==> config.mk <==
export PLATFORM = sky130hd
export DESIGN_NAME = i2c_bridge_top
export DESIGN_NICKNAME = d
export VERILOG_FILES = /design/src/common/bridge_pkg.sv /design/src/verilog/i2c_bridge_top.sv /design/src/verilog/bridge_regs.sv /design/src/i2c_bridge/i2c_bus_monitor.sv /design/src/i2c_bridge/i2c_line_bridge.sv /design/src/verilog/bridge_tick_gen.sv
export SDC_FILE = /design/constraint.sdc
export NUM_CORES = 1
export LEC_CHECK = 0
export BUFFER_PORTS_ARGS = -buffer_cell sky130_fd_sc_hd__buf_2
export CAP_MARGIN = 20
export CORE_UTILIZATION = 56
export CTS_CLUSTER_DIAMETER = 30
export DETAILED_ROUTE_END_ITERATION = 10
export PLACE_DENSITY = 0.8
export SLEW_MARGIN = 20
export SYNTH_ARGS = -nofsm -noshare
export SYNTH_HDL_FRONTEND = slang
export SYNTH_SLANG_ARGS = --single-unit
==> constraint.sdc <==
create_clock -name clk -period 2.45 [get_ports clk]
set_input_delay 0.1225 -clock clk [delete_from_list [all_inputs] [get_ports clk]]
set_output_delay 0.1225 -clock clk [all_outputs]
set_load 0.01 [all_outputs]
==> src/common/bridge_pkg.sv <==
package bridge_pkg;

    // AXI4-Lite master to slave, 8-bit address space
    typedef struct packed {
        logic        awvalid;
        logic [7:0]  awaddr;
        logic        wvalid;
        logic [31:0] wdata;
        logic [3:0]  wstrb;
        logic        bready;
        logic        arvalid;
        logic [7:0]  araddr;
        logic        rready;
    } axi_lite_req_t;

    // AXI4-Lite slave to master
    typedef struct packed {
        logic        awready;
        logic        wready;
        logic        bvalid;
        logic [1:0]  bresp;
        logic        arready;
        logic        rvalid;
        logic [31:0] rdata;
        logic [1:0]  rresp;
    } axi_lite_rsp_t;

    // which side holds a bridged line low
    typedef enum logic [1:0] {
        OWN_NONE   = 2'd0,
        OWN_A      = 2'd1, // side a low, drive side b
        OWN_B      = 2'd2, // side b low, drive side a
        OWN_SETTLE = 2'd3  // one tick of quiet after release
    } line_owner_e;

    typedef struct packed {
        logic        enable;
        logic [15:0] tick_div; // tick every tick_div+1 clocks
    } bridge_ctrl_t;

    // register map, byte offsets
    localparam logic [7:0] REG_CTRL      = 8'h00;
    localparam logic [7:0] REG_STATUS    = 8'h04;
    localparam logic [7:0] REG_START_CNT = 8'h08;
    localparam logic [7:0] REG_STOP_CNT  = 8'h0C;
    localparam logic [7:0] REG_CLEAR     = 8'h10;

    localparam logic [1:0] RESP_OKAY   = 2'b00;
    localparam logic [1:0] RESP_SLVERR = 2'b10;

endpackage
==> src/verilog/i2c_bridge_top.sv <==
`timescale 1ns/1ps

// side a is the video connector ddc, side b the companion mcu
module i2c_bridge_top
    import bridge_pkg::*;
#(
    parameter logic [15:0] DEFAULT_DIV = 16'd8
)
(
    input  logic          clk,
    input  logic          rst,
    input  axi_lite_req_t axi_req,
    output axi_lite_rsp_t axi_rsp,
    input  logic          a_sda_in,
    input  logic          a_scl_in,
    input  logic          b_sda_in,
    input  logic          b_scl_in,
    output logic          a_sda_pull,
    output logic          a_scl_pull,
    output logic          b_sda_pull,
    output logic          b_scl_pull
);

    bridge_ctrl_t ctrl;
    logic         counter_clear;
    logic         tick;
    line_owner_e  sda_owner;
    line_owner_e  scl_owner;
    logic         sda_level; // synced bridged levels
    logic         scl_level;
    logic         busy;
    logic [15:0]  start_cnt;
    logic [15:0]  stop_cnt;

    bridge_regs #(
        .DEFAULT_DIV(DEFAULT_DIV)
    ) bridge_regs_inst (
        .clk          (clk),
        .rst          (rst),
        .axi_req      (axi_req),
        .axi_rsp      (axi_rsp),
        .ctrl         (ctrl),
        .counter_clear(counter_clear),
        .sda_owner    (sda_owner),
        .scl_owner    (scl_owner),
        .busy         (busy),
        .start_cnt    (start_cnt),
        .stop_cnt     (stop_cnt)
    );

    bridge_tick_gen tick_gen_inst (
        .clk (clk),
        .rst (rst),
        .ctrl(ctrl),
        .tick(tick)
    );

    i2c_line_bridge sda_bridge (
        .clk       (clk),
        .rst       (rst),
        .enable    (ctrl.enable),
        .tick      (tick),
        .a_in      (a_sda_in),
        .b_in      (b_sda_in),
        .a_pull    (a_sda_pull),
        .b_pull    (b_sda_pull),
        .owner     (sda_owner),
        .line_level(sda_level)
    );

    i2c_line_bridge scl_bridge (
        .clk       (clk),
        .rst       (rst),
        .enable    (ctrl.enable),
        .tick      (tick),
        .a_in      (a_scl_in),
        .b_in      (b_scl_in),
        .a_pull    (a_scl_pull),
        .b_pull    (b_scl_pull),
        .owner     (scl_owner),
        .line_level(scl_level)
    );

    i2c_bus_monitor monitor_inst (
        .clk      (clk),
        .rst      (rst),
        .clear    (counter_clear),
        .sda      (sda_level),
        .scl      (scl_level),
        .busy     (busy),
        .start_cnt(start_cnt),
        .stop_cnt (stop_cnt)
    );

endmodule

==> src/verilog/bridge_regs.sv <==
`timescale 1ns/1ps

// AXI4-Lite register block
// CTRL bit 0 enable, bits 31:16 tick_div
module bridge_regs
    import bridge_pkg::*;
#(
    parameter logic [15:0] DEFAULT_DIV = 16'd8
)
(
    input  logic          clk,
    input  logic          rst,
    input  axi_lite_req_t axi_req,
    output axi_lite_rsp_t axi_rsp,
    output bridge_ctrl_t  ctrl,
    output logic          counter_clear,
    input  line_owner_e   sda_owner,
    input  line_owner_e   scl_owner,
    input  logic          busy,
    input  logic [15:0]   start_cnt,
    input  logic [15:0]   stop_cnt
);

    logic         ready_en; // low only for the reset cycle
    logic         aw_held;
    logic         w_held;
    logic [7:0]   aw_addr;
    logic [31:0]  w_data;
    logic [3:0]   w_strb;
    logic         bvalid;
    logic [1:0]   bresp;
    logic         rvalid;
    logic [1:0]   rresp;
    logic [31:0]  rdata;
    logic         awready;
    logic         wready;
    logic         arready;
    logic         aw_fire;
    logic         w_fire;
    logic         ar_fire;
    logic [31:0]  rd_data;
    logic [1:0]   rd_resp;
    bridge_ctrl_t ctrl_q;

    function automatic logic addr_mapped(input logic [7:0] addr);
        return (addr == REG_CTRL) || (addr == REG_STATUS) || (addr == REG_START_CNT) ||
               (addr == REG_STOP_CNT) || (addr == REG_CLEAR);
    endfunction

    // each ready drops once its part is captured or a response is pending
    assign awready = ready_en && !aw_held && !bvalid;
    assign wready  = ready_en && !w_held && !bvalid;
    assign arready = ready_en && !rvalid;

    assign aw_fire = axi_req.awvalid && awready;
    assign w_fire  = axi_req.wvalid && wready;
    assign ar_fire = axi_req.arvalid && arready;

    always_ff @(posedge clk)
    begin
        if (rst)
            ready_en <= 1'b0;
        else
            ready_en <= 1'b1;
    end

    // captured address and data, payload only
    always_ff @(posedge clk)
    begin
        if (aw_fire)
            aw_addr <= axi_req.awaddr;
        if (w_fire)
        begin
            w_data <= axi_req.wdata;
            w_strb <= axi_req.wstrb;
        end
    end

    // write channel and register updates
    always_ff @(posedge clk)
    begin
        if (rst)
        begin
            aw_held         <= 1'b0;
            w_held          <= 1'b0;
            bvalid          <= 1'b0;
            bresp           <= RESP_OKAY;
            ctrl_q.enable   <= 1'b0;
            ctrl_q.tick_div <= DEFAULT_DIV;
            counter_clear   <= 1'b0;
        end
        else
        begin
            counter_clear <= 1'b0; // single cycle pulse
            if (aw_fire)
                aw_held <= 1'b1;
            if (w_fire)
                w_held <= 1'b1;
            if (bvalid && axi_req.bready)
                bvalid <= 1'b0;
            if (aw_held && w_held) // both halves in, commit
            begin
                aw_held <= 1'b0;
                w_held  <= 1'b0;
                bvalid  <= 1'b1;
                bresp   <= addr_mapped(aw_addr) ? RESP_OKAY : RESP_SLVERR;
                if (aw_addr == REG_CTRL)
                begin
                    if (w_strb[0])
                        ctrl_q.enable <= w_data[0];
                    if (w_strb[2])
                        ctrl_q.tick_div[7:0] <= w_data[23:16];
                    if (w_strb[3])
                        ctrl_q.tick_div[15:8] <= w_data[31:24];
                end
                if (aw_addr == REG_CLEAR)
                    counter_clear <= 1'b1; // data ignored
            end
        end
    end

    // read mux, status and counters are read only
    always_comb
    begin
        rd_data = 32'd0;
        rd_resp = RESP_OKAY;
        case (axi_req.araddr)
            REG_CTRL:      rd_data = {ctrl_q.tick_div, 15'd0, ctrl_q.enable};
            REG_STATUS:    rd_data = {27'd0, scl_owner, sda_owner, busy};
            REG_START_CNT: rd_data = {16'd0, start_cnt};
            REG_STOP_CNT:  rd_data = {16'd0, stop_cnt};
            REG_CLEAR:     rd_data = 32'd0; // write-only strobe
            default:       rd_resp = RESP_SLVERR;
        endcase
    end

    always_ff @(posedge clk)
    begin
        if (rst)
        begin
            rvalid <= 1'b0;
            rresp  <= RESP_OKAY;
        end
        else if (ar_fire)
        begin
            rvalid <= 1'b1;
            rresp  <= rd_resp;
        end
        else if (rvalid && axi_req.rready)
            rvalid <= 1'b0;
    end

    always_ff @(posedge clk)
    begin
        if (ar_fire)
            rdata <= rd_data; // held while rvalid waits
    end

    always_comb
    begin
        axi_rsp.awready = awready;
        axi_rsp.wready  = wready;
        axi_rsp.bvalid  = bvalid;
        axi_rsp.bresp   = bresp;
        axi_rsp.arready = arready;
        axi_rsp.rvalid  = rvalid;
        axi_rsp.rdata   = rdata;
        axi_rsp.rresp   = rresp;
    end

    assign ctrl = ctrl_q;

endmodule

==> src/i2c_bridge/i2c_bus_monitor.sv <==
`timescale 1ns/1ps

// START / STOP detector on the bridged bus levels
module i2c_bus_monitor
(
    input  logic        clk,
    input  logic        rst,
    input  logic        clear,
    input  logic        sda,
    input  logic        scl,
    output logic        busy,
    output logic [15:0] start_cnt,
    output logic [15:0] stop_cnt
);

    logic sda_q;     // sda one clock ago
    logic start_det;
    logic stop_det;

    always_ff @(posedge clk)
    begin
        if (rst)
            sda_q <= 1'b1;
        else
            sda_q <= sda;
    end

    // data may only change while scl is low, so an edge with scl high is a condition
    assign start_det = sda_q && !sda && scl;
    assign stop_det  = !sda_q && sda && scl;

    always_ff @(posedge clk)
    begin
        if (rst)
            busy <= 1'b0;
        else if (start_det)
            busy <= 1'b1;
        else if (stop_det)
            busy <= 1'b0; // bus free again
    end

    // counters wrap at 16 bits
    always_ff @(posedge clk)
    begin
        if (rst || clear)
        begin
            start_cnt <= 16'd0;
            stop_cnt  <= 16'd0;
        end
        else
        begin
            if (start_det)
                start_cnt <= start_cnt + 16'd1;
            if (stop_det)
                stop_cnt <= stop_cnt + 16'd1;
        end
    end

endmodule

==> src/i2c_bridge/i2c_line_bridge.sv <==
`timescale 1ns/1ps

// one open-drain line shared between side a and side b
// whoever pulls low first owns the line, the bridge copies the low to the other side
module i2c_line_bridge
    import bridge_pkg::*;
(
    input  logic        clk,
    input  logic        rst,
    input  logic        enable,
    input  logic        tick,
    input  logic        a_in,
    input  logic        b_in,
    output logic        a_pull,
    output logic        b_pull,
    output line_owner_e owner,
    output logic        line_level
);

    logic [1:0]  a_sync; // two flop synchronizers
    logic [1:0]  b_sync;
    logic        a_s;
    logic        b_s;
    line_owner_e owner_q;
    line_owner_e owner_next;

    always_ff @(posedge clk)
    begin
        if (rst)
        begin
            a_sync <= 2'b11; // idle bus is high
            b_sync <= 2'b11;
        end
        else
        begin
            a_sync <= {a_sync[0], a_in};
            b_sync <= {b_sync[0], b_in};
        end
    end

    assign a_s = a_sync[1];
    assign b_s = b_sync[1];

    // ownership steps, evaluated only on tick
    always_comb
    begin
        owner_next = owner_q;
        case (owner_q)
            OWN_NONE:
            begin
                if (!a_s)
                    owner_next = OWN_A; // a wins a tie
                else if (!b_s)
                    owner_next = OWN_B;
            end
            OWN_A:
                if (a_s)
                    owner_next = OWN_SETTLE; // a let go
            OWN_B:
                if (b_s)
                    owner_next = OWN_SETTLE;
            default:
                owner_next = OWN_NONE; // settle lasts one tick
        endcase
    end

    always_ff @(posedge clk)
    begin
        if (rst || !enable)
            owner_q <= OWN_NONE;
        else if (tick)
            owner_q <= owner_next;
    end

    // settle keeps us from seeing our own low on the far side as a new owner
    always_ff @(posedge clk)
    begin
        if (rst)
        begin
            a_pull <= 1'b0;
            b_pull <= 1'b0;
        end
        else
        begin
            a_pull <= (owner_q == OWN_B); // mirror b onto a
            b_pull <= (owner_q == OWN_A);
        end
    end

    assign owner      = owner_q;
    assign line_level = a_s & b_s; // wired-and of both synced pins

endmodule

==> src/verilog/bridge_tick_gen.sv <==
`timescale 1ns/1ps

// slow clock enable for the line bridges
module bridge_tick_gen
    import bridge_pkg::*;
(
    input  logic         clk,
    input  logic         rst,
    input  bridge_ctrl_t ctrl,
    output logic         tick
);

    logic [15:0] cnt; // counts down to zero, then reloads

    always_ff @(posedge clk)
    begin
        if (rst || !ctrl.enable)
        begin
            cnt  <= ctrl.tick_div; // held in reload, first tick a full period later
            tick <= 1'b0;
        end
        else if (cnt == 16'd0)
        begin
            cnt  <= ctrl.tick_div; // new divider only picked up here
            tick <= 1'b1;
        end
        else
        begin
            cnt  <= cnt - 16'd1;
            tick <= 1'b0;
        end
    end

endmodule

==> results.txt, run 1 <==
----------------------------------------------------
[Global route]
  Total gr overflow ... 0
  Total track usage ... 0.2506
  Global-route wire length before repair ... 22160 um
  Pin count of the biggest net entering global routing ... 36
  Number of global-route vias before repair ... 4639
  Antenna violations before repair ... 0

[Cells and area]
  Most common cell after layout, fill and taps aside ... sky130_fd_sc_hd__dfxtp_1
  Final net count ... 765
  Fill count ... 722
  Antenna fix cells ... 0
  Synthesis-to-layout area growth ... 23.97%
  Commonest non-fill, non-tap cells in the layout ... 92 x sky130_fd_sc_hd__dfxtp_1, 89 x sky130_fd_sc_hd__buf_2, 64 x sky130_fd_sc_hd__nor2_1
  Final std cell area, no fill ... 0.007876 mm^2
  Share of post-route cells with drive strength above 1 ... 0.2390

[Setup path]
  Required time of the critical path ... 2.75 ns
  Worst-path maximum fanout ... 13
  Worst path slowest cell ... sky130_fd_sc_hd__nor4_1
  Startpoint class of the critical path ... register
  Critical path, cell by cell ... nor4_1 > nand4_2 > nand2_2 > mux2_2
  Startpoint of the lowest-slack register-to-register path ... tick_gen_inst.cnt[11]$_DFF_P_
  Terminus of the critical flop-to-flop path ... tick_gen_inst.cnt[8]$_DFF_P_
  Worst Reg-to-Reg Cells ... 4
  Delay of the slowest cell on the worst path ... 0.48 ns
  Combined buffer and inverter count along the critical path ... 0
  CP delay by family, top ... simple AND/OR/NAND/NOR gates
  Critical Path Sink Type ... register
  CP arrival ... 2.38 ns
  Internal reg-to-reg setup slack ... 0.38 ns
  Critical setup path kind ... reg2reg

[Yosys]
  Number of synthesis warnings ... 0
  Total of flip-flops plus latches after synthesis ... 152
  Number of synthesized flops with an enable pin ... 60
  Top-area cell type share of the netlist area ... 0.2899
  Avg Cell Area, Syn ... 11.31 um^2
  Post-synthesis instance total ... 562
  Flip-flop cell with the highest count after synthesis ... sky130_fd_sc_hd__dfxtp_1
  Ys async rst share ... 0
  Biggest area consumer among synthesized cells ... sky130_fd_sc_hd__dfxtp_1
  Share of the yosys chip area belonging to registers ... 0.5735
  Mapped Area ... 0.006354 mm^2
  Distinct cell type count after synthesis ... 55
  Biggest area contributors in the synthesized netlist ... sky130_fd_sc_hd__dfxtp_1 29%, sky130_fd_sc_hd__edfxtp_1 28%, sky130_fd_sc_hd__mux2i_1 4.7%, sky130_fd_sc_hd__nor2_1 3.8%, sky130_fd_sc_hd__mux2_2 3.0%

[Power]
  Pint ... 4518 uW
  P per Cell Area ... 727.1 mW/mm^2
  Switching part of the total power ... 0.2111
  Maximum resistive drop on vdd ... 524.0 uV
  Comb pwr share ... 0.044
  Net switching power ... 1209 uW
  Leakage power ... 0.003188 uW
  Part of the power in the clock network ... 0.482
  Portion of total power attributed to sequential cells ... 0.474

[Timing]
  Post-layout minimum cycle time ... 2.072 ns
  Number of pins exceeding their max-slew limit in the final report ... 0
  Final TNS setup ... 0 ns
  Number of setup violations in the final report ... 0
  Tightest hold margin ... 0.01306 ns
  Unrepaired setup endpoints after global routing ... false
  Maximum clock frequency ... 0.4826 GHz
  Measured slew at the worst slew-check pin ... 0.8048 ns
  Hold Vio Cnt, Final ... 0
  Post-route fraction of the period consumed by the critical path ... 0.8458
  Relative slew slack ... 0.4585
  Worst path setup slack after routing ... 0.3779 ns
  Worst-case clock skew ... 0.008412 ns

[Min path]
  Critical hold path startpoint ... axi_req[5]
  Path class of the lowest-slack min-delay path ... in2reg
  Number of cells traversed by the worst hold path ... 3
  WHS Endpoint ... bridge_regs_inst.rresp[1]$_SDFFE_PP0P_

[Routing]
  Routed vias ... 4760
  Via-to-Cell Ratio ... 5.647
  Violation count after the first detailed-route iteration ... 214
  Remaining DRCs ... 0
  DRT antenna net count ... 0
  Wirelength, routed ... 14090 um
  Wirelength per Cell ... 16.71 um
  First drt pass iteration count ... 5

[Floorplanning]
  Initial cell density of the core ... 0.5810
  Die footprint ... 0.01178 mm^2
  Vertical extent of the die ... 108.5 um
  Floorplan die width ... 108.5 um
  Io pins ... 108
  Core region area ... 0.01094 mm^2
  Row count ... 38

[Outcome]
  Result of the run ... completed

[Clock network]
  Clock tree from TritonCTS ... done
  Library cell used as clock root buffer ... sky130_fd_sc_hd__clkbuf_16
  Count of cells resized by post-cts repair ... 0
  Number of buffers created by CTS ... 17
  Clock insertion delay at the later pin of the skew report ... 0.42 ns
  Clock Tree Buf Depth ... 2
  H-tree depth ... 4
  Clock sink count ... 152
  Clock slew seen by the registers of the worst setup and hold paths ... 0.06 ns

[Place]
  Final weighted congestion in routability-driven placement ... 0.8329
  Placed cell area ... 0.006909 mm^2
  Dpl ws ... 0.3828 ns
  Half-perimeter wire length of the detailed placement result ... 8841 um
  # port buffers ... 89

[Job]
  Max Cap Viol ... 0

----------------------------------------------------
synthesized netlist by cell type (11+ instances only):
library cell               count
sky130_fd_sc_hd__dfxtp_1      92
sky130_fd_sc_hd__nor2_1       64
sky130_fd_sc_hd__edfxtp_1     60
sky130_fd_sc_hd__mux2i_1      30
sky130_fd_sc_hd__nand2_1      29
sky130_fd_sc_hd__a21oi_1      27
sky130_fd_sc_hd__and2_1       22
sky130_fd_sc_hd__mux2_2       17
sky130_fd_sc_hd__xnor2_1      16
sky130_fd_sc_hd__inv_1        14
sky130_fd_sc_hd__nand3_1      13
sky130_fd_sc_hd__clkbuf_1     12
sky130_fd_sc_hd__ha_1         12
sky130_fd_sc_hd__nand4_1      12
sky130_fd_sc_hd__or2_2        11
logic make-up (layout without fill, tap and decap cells):
group | after synthesis | in the layout | synth area share
compound gates | 66 | 66 | 0.06479
xor+xnor | 25 | 25 | 0.03446
fa+ha+maj | 12 | 12 | 0.02363
buf+inv | 38 | 178 | 0.02973
flops | 152 | 152 | 0.5735
mux | 48 | 48 | 0.08094
other cells | 1 | 2 | 0.0005902
simple gates | 220 | 220 | 0.1924
worst register-to-register path, stage by stage, from the launching register on:
cell and delay (ns):
sky130_fd_sc_hd__dfxtp_1 0.35, sky130_fd_sc_hd__nor4_1 0.48, sky130_fd_sc_hd__nand4_2 0.35, sky130_fd_sc_hd__nand2_2 0.38, sky130_fd_sc_hd__mux2_2 0.39
per-layer routing:
| layer | GRT usage | up-vias | share of wire |
|---|---|---|---|
| li1 | - | 2276 | - |
| met1 | 0.2861 | 2264 | 0.40 |
| met2 | 0.4295 | 170 | 0.50 |
| met3 | 0.05726 | 50 | 0.054 |
| met4 | 0.1448 | 0 | 0.043 |
| met5 | 0 | - | 0 |
power groups by stage:
stage	logic [uW]	clock network, uW	registers [uW]
2_1_floorplan	114	0	2770
3_3_place_gp	196	0	2770
3_5_place_dp	202	0	2770
4_1_cts	246	2770	2720
5_1_grt	272	2890	2720
6_report	252	2760	2720
sequential cells by signal, indices dropped and copies added (netlist names), 3 cells and up:
register and cells:
bridge_regs_inst.ctrl 17, bridge_regs_inst.w_data 17, tick_gen_inst.cnt 16, monitor_inst.start_cnt 16
bridge_regs_inst.aw_addr 8, monitor_inst.stop_cnt 16, bridge_regs_inst.rdata 32, bridge_regs_inst.w_strb 3
what timing repair did:
action | in CTS | in global routing
setup buffers | 0 | 0
hold endpoints to repair | 34 | 0
hold buffers | 34 | 0
cell type report:
cell class,instances,area (um^2),area share
Clock buffer,18,429.2,0.05449
Inverter,14,52.55,0.006672
Timing Repair Buffer,132,853.3,0.1083
Tap cell,140,175.2,0.02224
Clock inverter,14,197.7,0.02510
Multi-Input combinational cell,373,2525,0.3206
Sequential cell,152,3643,0.4626
metrics by stage:
stage | power (uW) | utilization | instances
floorplan | 2888 | - | 563
global placement | 2963 | 0.6318 | 777
detailed placement | 2972 | 0.6318 | 777
CTS | 5727 | 0.7203 | 843
global route | 5884 | 0.7203 | 843
finish | 5727 | 0.7203 | 843
worst max-delay path by stage:
stage               cells past startpoint                           from                             to
floorplan                               5   tick_gen_inst.cnt[6]$_DFF_P_  tick_gen_inst.cnt[10]$_DFF_P_
global placement                        6   tick_gen_inst.cnt[0]$_DFF_P_  tick_gen_inst.cnt[14]$_DFF_P_
detailed placement                      6   tick_gen_inst.cnt[0]$_DFF_P_   tick_gen_inst.cnt[2]$_DFF_P_
CTS                                     6   tick_gen_inst.cnt[0]$_DFF_P_   tick_gen_inst.cnt[8]$_DFF_P_
global route                            6   tick_gen_inst.cnt[0]$_DFF_P_   tick_gen_inst.cnt[8]$_DFF_P_
finish                                  4  tick_gen_inst.cnt[11]$_DFF_P_   tick_gen_inst.cnt[8]$_DFF_P_
Note: power is estimated with default switching activity, not from simulation.
==> run 2, diff against run 1 <==
--- a/config.mk
+++ b/config.mk
@@ -7,10 +7,10 @@
 export LEC_CHECK = 0
 export BUFFER_PORTS_ARGS = -buffer_cell sky130_fd_sc_hd__buf_2
 export CAP_MARGIN = 20
-export CORE_UTILIZATION = 56
+export CORE_UTILIZATION = 50
 export CTS_CLUSTER_DIAMETER = 30
 export DETAILED_ROUTE_END_ITERATION = 10
-export PLACE_DENSITY = 0.8
+export PLACE_DENSITY = 0.75
 export SLEW_MARGIN = 20
 export SYNTH_ARGS = -nofsm -noshare
 export SYNTH_HDL_FRONTEND = slang
==> constraint.sdc (replaced) <==
create_clock -name clk -period 1.7 [get_ports clk]
set_input_delay 0.085 -clock clk [delete_from_list [all_inputs] [get_ports clk]]
set_output_delay 0.085 -clock clk [all_outputs]
set_load 0.01 [all_outputs]
==> run 2 against run 1 <==
Combinational power grew 60%; highest routed layer unchanged; critical endpoint is now tick_gen_inst.cnt[0]$_DFF_P_; utilization shrank 3.7 points; hold slack gained 0.0043 ns; die area grew 12%; largest power group is now sequential cells.
==> results.txt, run 2 (same netlist as run 1, synthesis figures left out) <==
----------------------------------------------------
[Clock network]
  Number of buffers created by CTS ... 17 (unchanged)
  H-tree depth ... 4 (unchanged)
  Clock slew seen by the registers of the worst setup and hold paths ... 0.07 ns (about the same)
  Clock Tree Buf Depth ... 2 (unchanged)
  Clock insertion delay at the later pin of the skew report ... 0.42 ns (about the same)
  Clock tree from TritonCTS ... done
  Library cell used as clock root buffer ... sky130_fd_sc_hd__clkbuf_16
  Clock sink count ... 152 (unchanged)

[Timing]
  Post-route fraction of the period consumed by the critical path ... 0.9730 (+0.1272)
  Maximum clock frequency ... 0.6046 GHz (+25%)
  Number of pins exceeding their max-slew limit in the final report ... 0 (unchanged)
  Number of setup violations in the final report ... 0 (unchanged)
  Tightest hold margin ... 0.01735 ns (+0.004287 ns)
  Hold Vio Cnt, Final ... 0 (unchanged)
  Worst-case clock skew ... 0.01287 ns (+0.004455 ns)
  Post-layout minimum cycle time ... 1.654 ns (-0.4181 ns)

[Setup path]
  Worst path slowest cell ... sky130_fd_sc_hd__dfxtp_2
  Worst-path maximum fanout ... 7 (-6)
  CP arrival ... 1.96 ns (-0.42 ns)
  Combined buffer and inverter count along the critical path ... 2 (+2)
  Critical Path Sink Type ... register
  Critical setup path kind ... reg2reg
  Required time of the critical path ... 2.00 ns (-0.75 ns)
  Internal reg-to-reg setup slack ... 0.05 ns (-0.33 ns)
  Delay of the slowest cell on the worst path ... 0.35 ns (-0.13 ns)
  Startpoint class of the critical path ... register
  CP delay by family, top ... simple AND/OR/NAND/NOR gates
  Critical path, cell by cell ... nor4_2 > buf_4 > nand4_2 > nand2_4 > buf_12 > mux2_2

[Cells and area]
  Commonest non-fill, non-tap cells in the layout ... 89 x sky130_fd_sc_hd__buf_2, 75 x sky130_fd_sc_hd__dfxtp_1, 64 x sky130_fd_sc_hd__nor2_1
  Antenna fix cells ... 0 (unchanged)
  Number of flip-flops in the largest register ... 32 (unchanged)
  Top register by number of flip-flops ... bridge_regs_inst.rdata
  Share of post-route cells with drive strength above 1 ... 0.3171 (+0.07816)
  Most common cell after layout, fill and taps aside ... sky130_fd_sc_hd__buf_2
  Final net count ... 803 (+5.0%)
  Synthesis-to-layout area growth ... 31.25%
  Filler-free cell count of the finished design ... 909 (+7.8%)

[Global route]
  Pin count of the biggest net entering global routing ... 36 (unchanged)
  Total gr overflow ... 0 (unchanged)
  Number of global-route vias before repair ... 4898 (+5.6%)
  Total track usage ... 0.2321 (-0.01846)
  Antenna violations before repair ... 0 (unchanged)
  Global-route wire length before repair ... 23400 um (+5.6%)

[Routing]
  First drt pass iteration count ... 5 (unchanged)
  Violation count after the first detailed-route iteration ... 261 (+22%)
  Remaining DRCs ... 0 (unchanged)
  Via-to-Cell Ratio ... 5.349 (-5.3%)
  DRT antenna net count ... 0 (unchanged)
  Wirelength per Cell ... 16.52 um (-1.2%)
  Met2 Wirelength ... 7924 um (+13%)
  Highest metal layer with signal wires ... met4
  Detail Route met3 WL ... 734 um (-3.8%)
  Total routed wire length on the met1 layer ... 6127 um (+7.6%)
  Routed vias ... 4862 (+2.1%)
  Wirelength, routed ... 15010 um (+6.6%)

[Floorplanning]
  Row count ... 40 (+5.3%)
  Core region area ... 0.01221 mm^2 (+12%)
  Io pins ... 108 (unchanged)
  Initial cell density of the core ... 0.5203 (-0.06072)
  Vertical extent of the die ... 114.7 um (+5.7%)
  Floorplan die width ... 114.7 um (+5.7%)
  Die footprint ... 0.01316 mm^2 (+12%)

[Place]
  # port buffers ... 89 (unchanged)
  Half-perimeter wire length of the detailed placement result ... 9790 um (+11%)
  Final weighted congestion in routability-driven placement ... 0.8336 (about the same)
  # placed instances ... 837 (+7.7%)

[Power]
  Maximum resistive drop on vdd ... 524.5 uV (+0.11%)
  P per Cell Area ... 949.1 mW/mm^2 (+31%)
  Overall power after layout ... 7915 uW (+38%)
  Leakage power ... 0.003433 uW (+7.7%)

[Job]
  Max Cap Viol ... 0 (unchanged)

[Min path]
  Path class of the lowest-slack min-delay path ... in2reg

[Outcome]
  Result of the run ... completed

----------------------------------------------------
-- run 2: cell types whose count changed in the layout (fill, tap and decap cells not counted), sizes merged --
cell	change
dlygate4sd3	+1
inv	+4
buf	+36
bufinv	-3
-- run 2: worst min-delay path, stage by stage --
cell,delay [ns]
sky130_fd_sc_hd__buf_2,0.11
sky130_fd_sc_hd__nor2_1,0.09
sky130_fd_sc_hd__a31oi_1,0.09
-- run 2: power breakdown --
part	switching, uW	total, uW	internal (uW)
Sequential	39.1	3910	3870
Clock	1560	3600	2040
Combinational	205	402	198
-- run 2: per-layer routing --
metal	track usage	vias up
met5	0	-
met4	0.08485	0
met3	0.05506	22
met2	0.4089	147
met1	0.2766	2341
li1	-	2352
-- run 2: what timing repair did --
item                                    4_1_cts  5_1_grt
pin swaps                                     1        3
setup buffers                                 2        2
endpoints found under the setup margin        8       25
endpoints found under the hold margin        35        0
resized for setup                             5       26
hold buffers                                 35        0
gates cloned                                  0        1
-- run 2: worst paths after layout --
kind	start	to	cells after the start
setup / recovery	tick_gen_inst.cnt[11]$_DFF_P_	tick_gen_inst.cnt[0]$_DFF_P_	6
hold reg to reg	scl_bridge.a_sync[0]$_SDFF_PP1_	scl_bridge.a_sync[1]$_SDFF_PP1_	1
hold / removal	axi_req[7]	bridge_regs_inst.rresp[1]$_SDFFE_PP0P_	3
setup reg to reg	tick_gen_inst.cnt[11]$_DFF_P_	tick_gen_inst.cnt[0]$_DFF_P_	6
-- run 2: through the flow --
stage,util,setup WS (ns),setup TNS [ns],instance area [um^2]
finish,0.6829,0.04598,0,8339
CTS,0.6735,0.02649,0,8224
detailed placement,0.5962,-0.04680,-0.1185,7281
floorplan,-,-0.06076,-0.5864,6407
global placement,0.5962,0.03373,0,7281
global route,0.6829,-0.04144,-0.1668,8339
-- run 2: layout make-up --
cell class                      instances  area, um^2
Fill cell                             889        3872
Tap cell                              168       210.2
Sequential cell                       152        3665
Timing Repair Buffer                  170        1209
Multi-Input combinational cell        373        2636
Clock inverter                         15       141.4
Clock buffer                           17       425.4
Inverter                               14       52.55
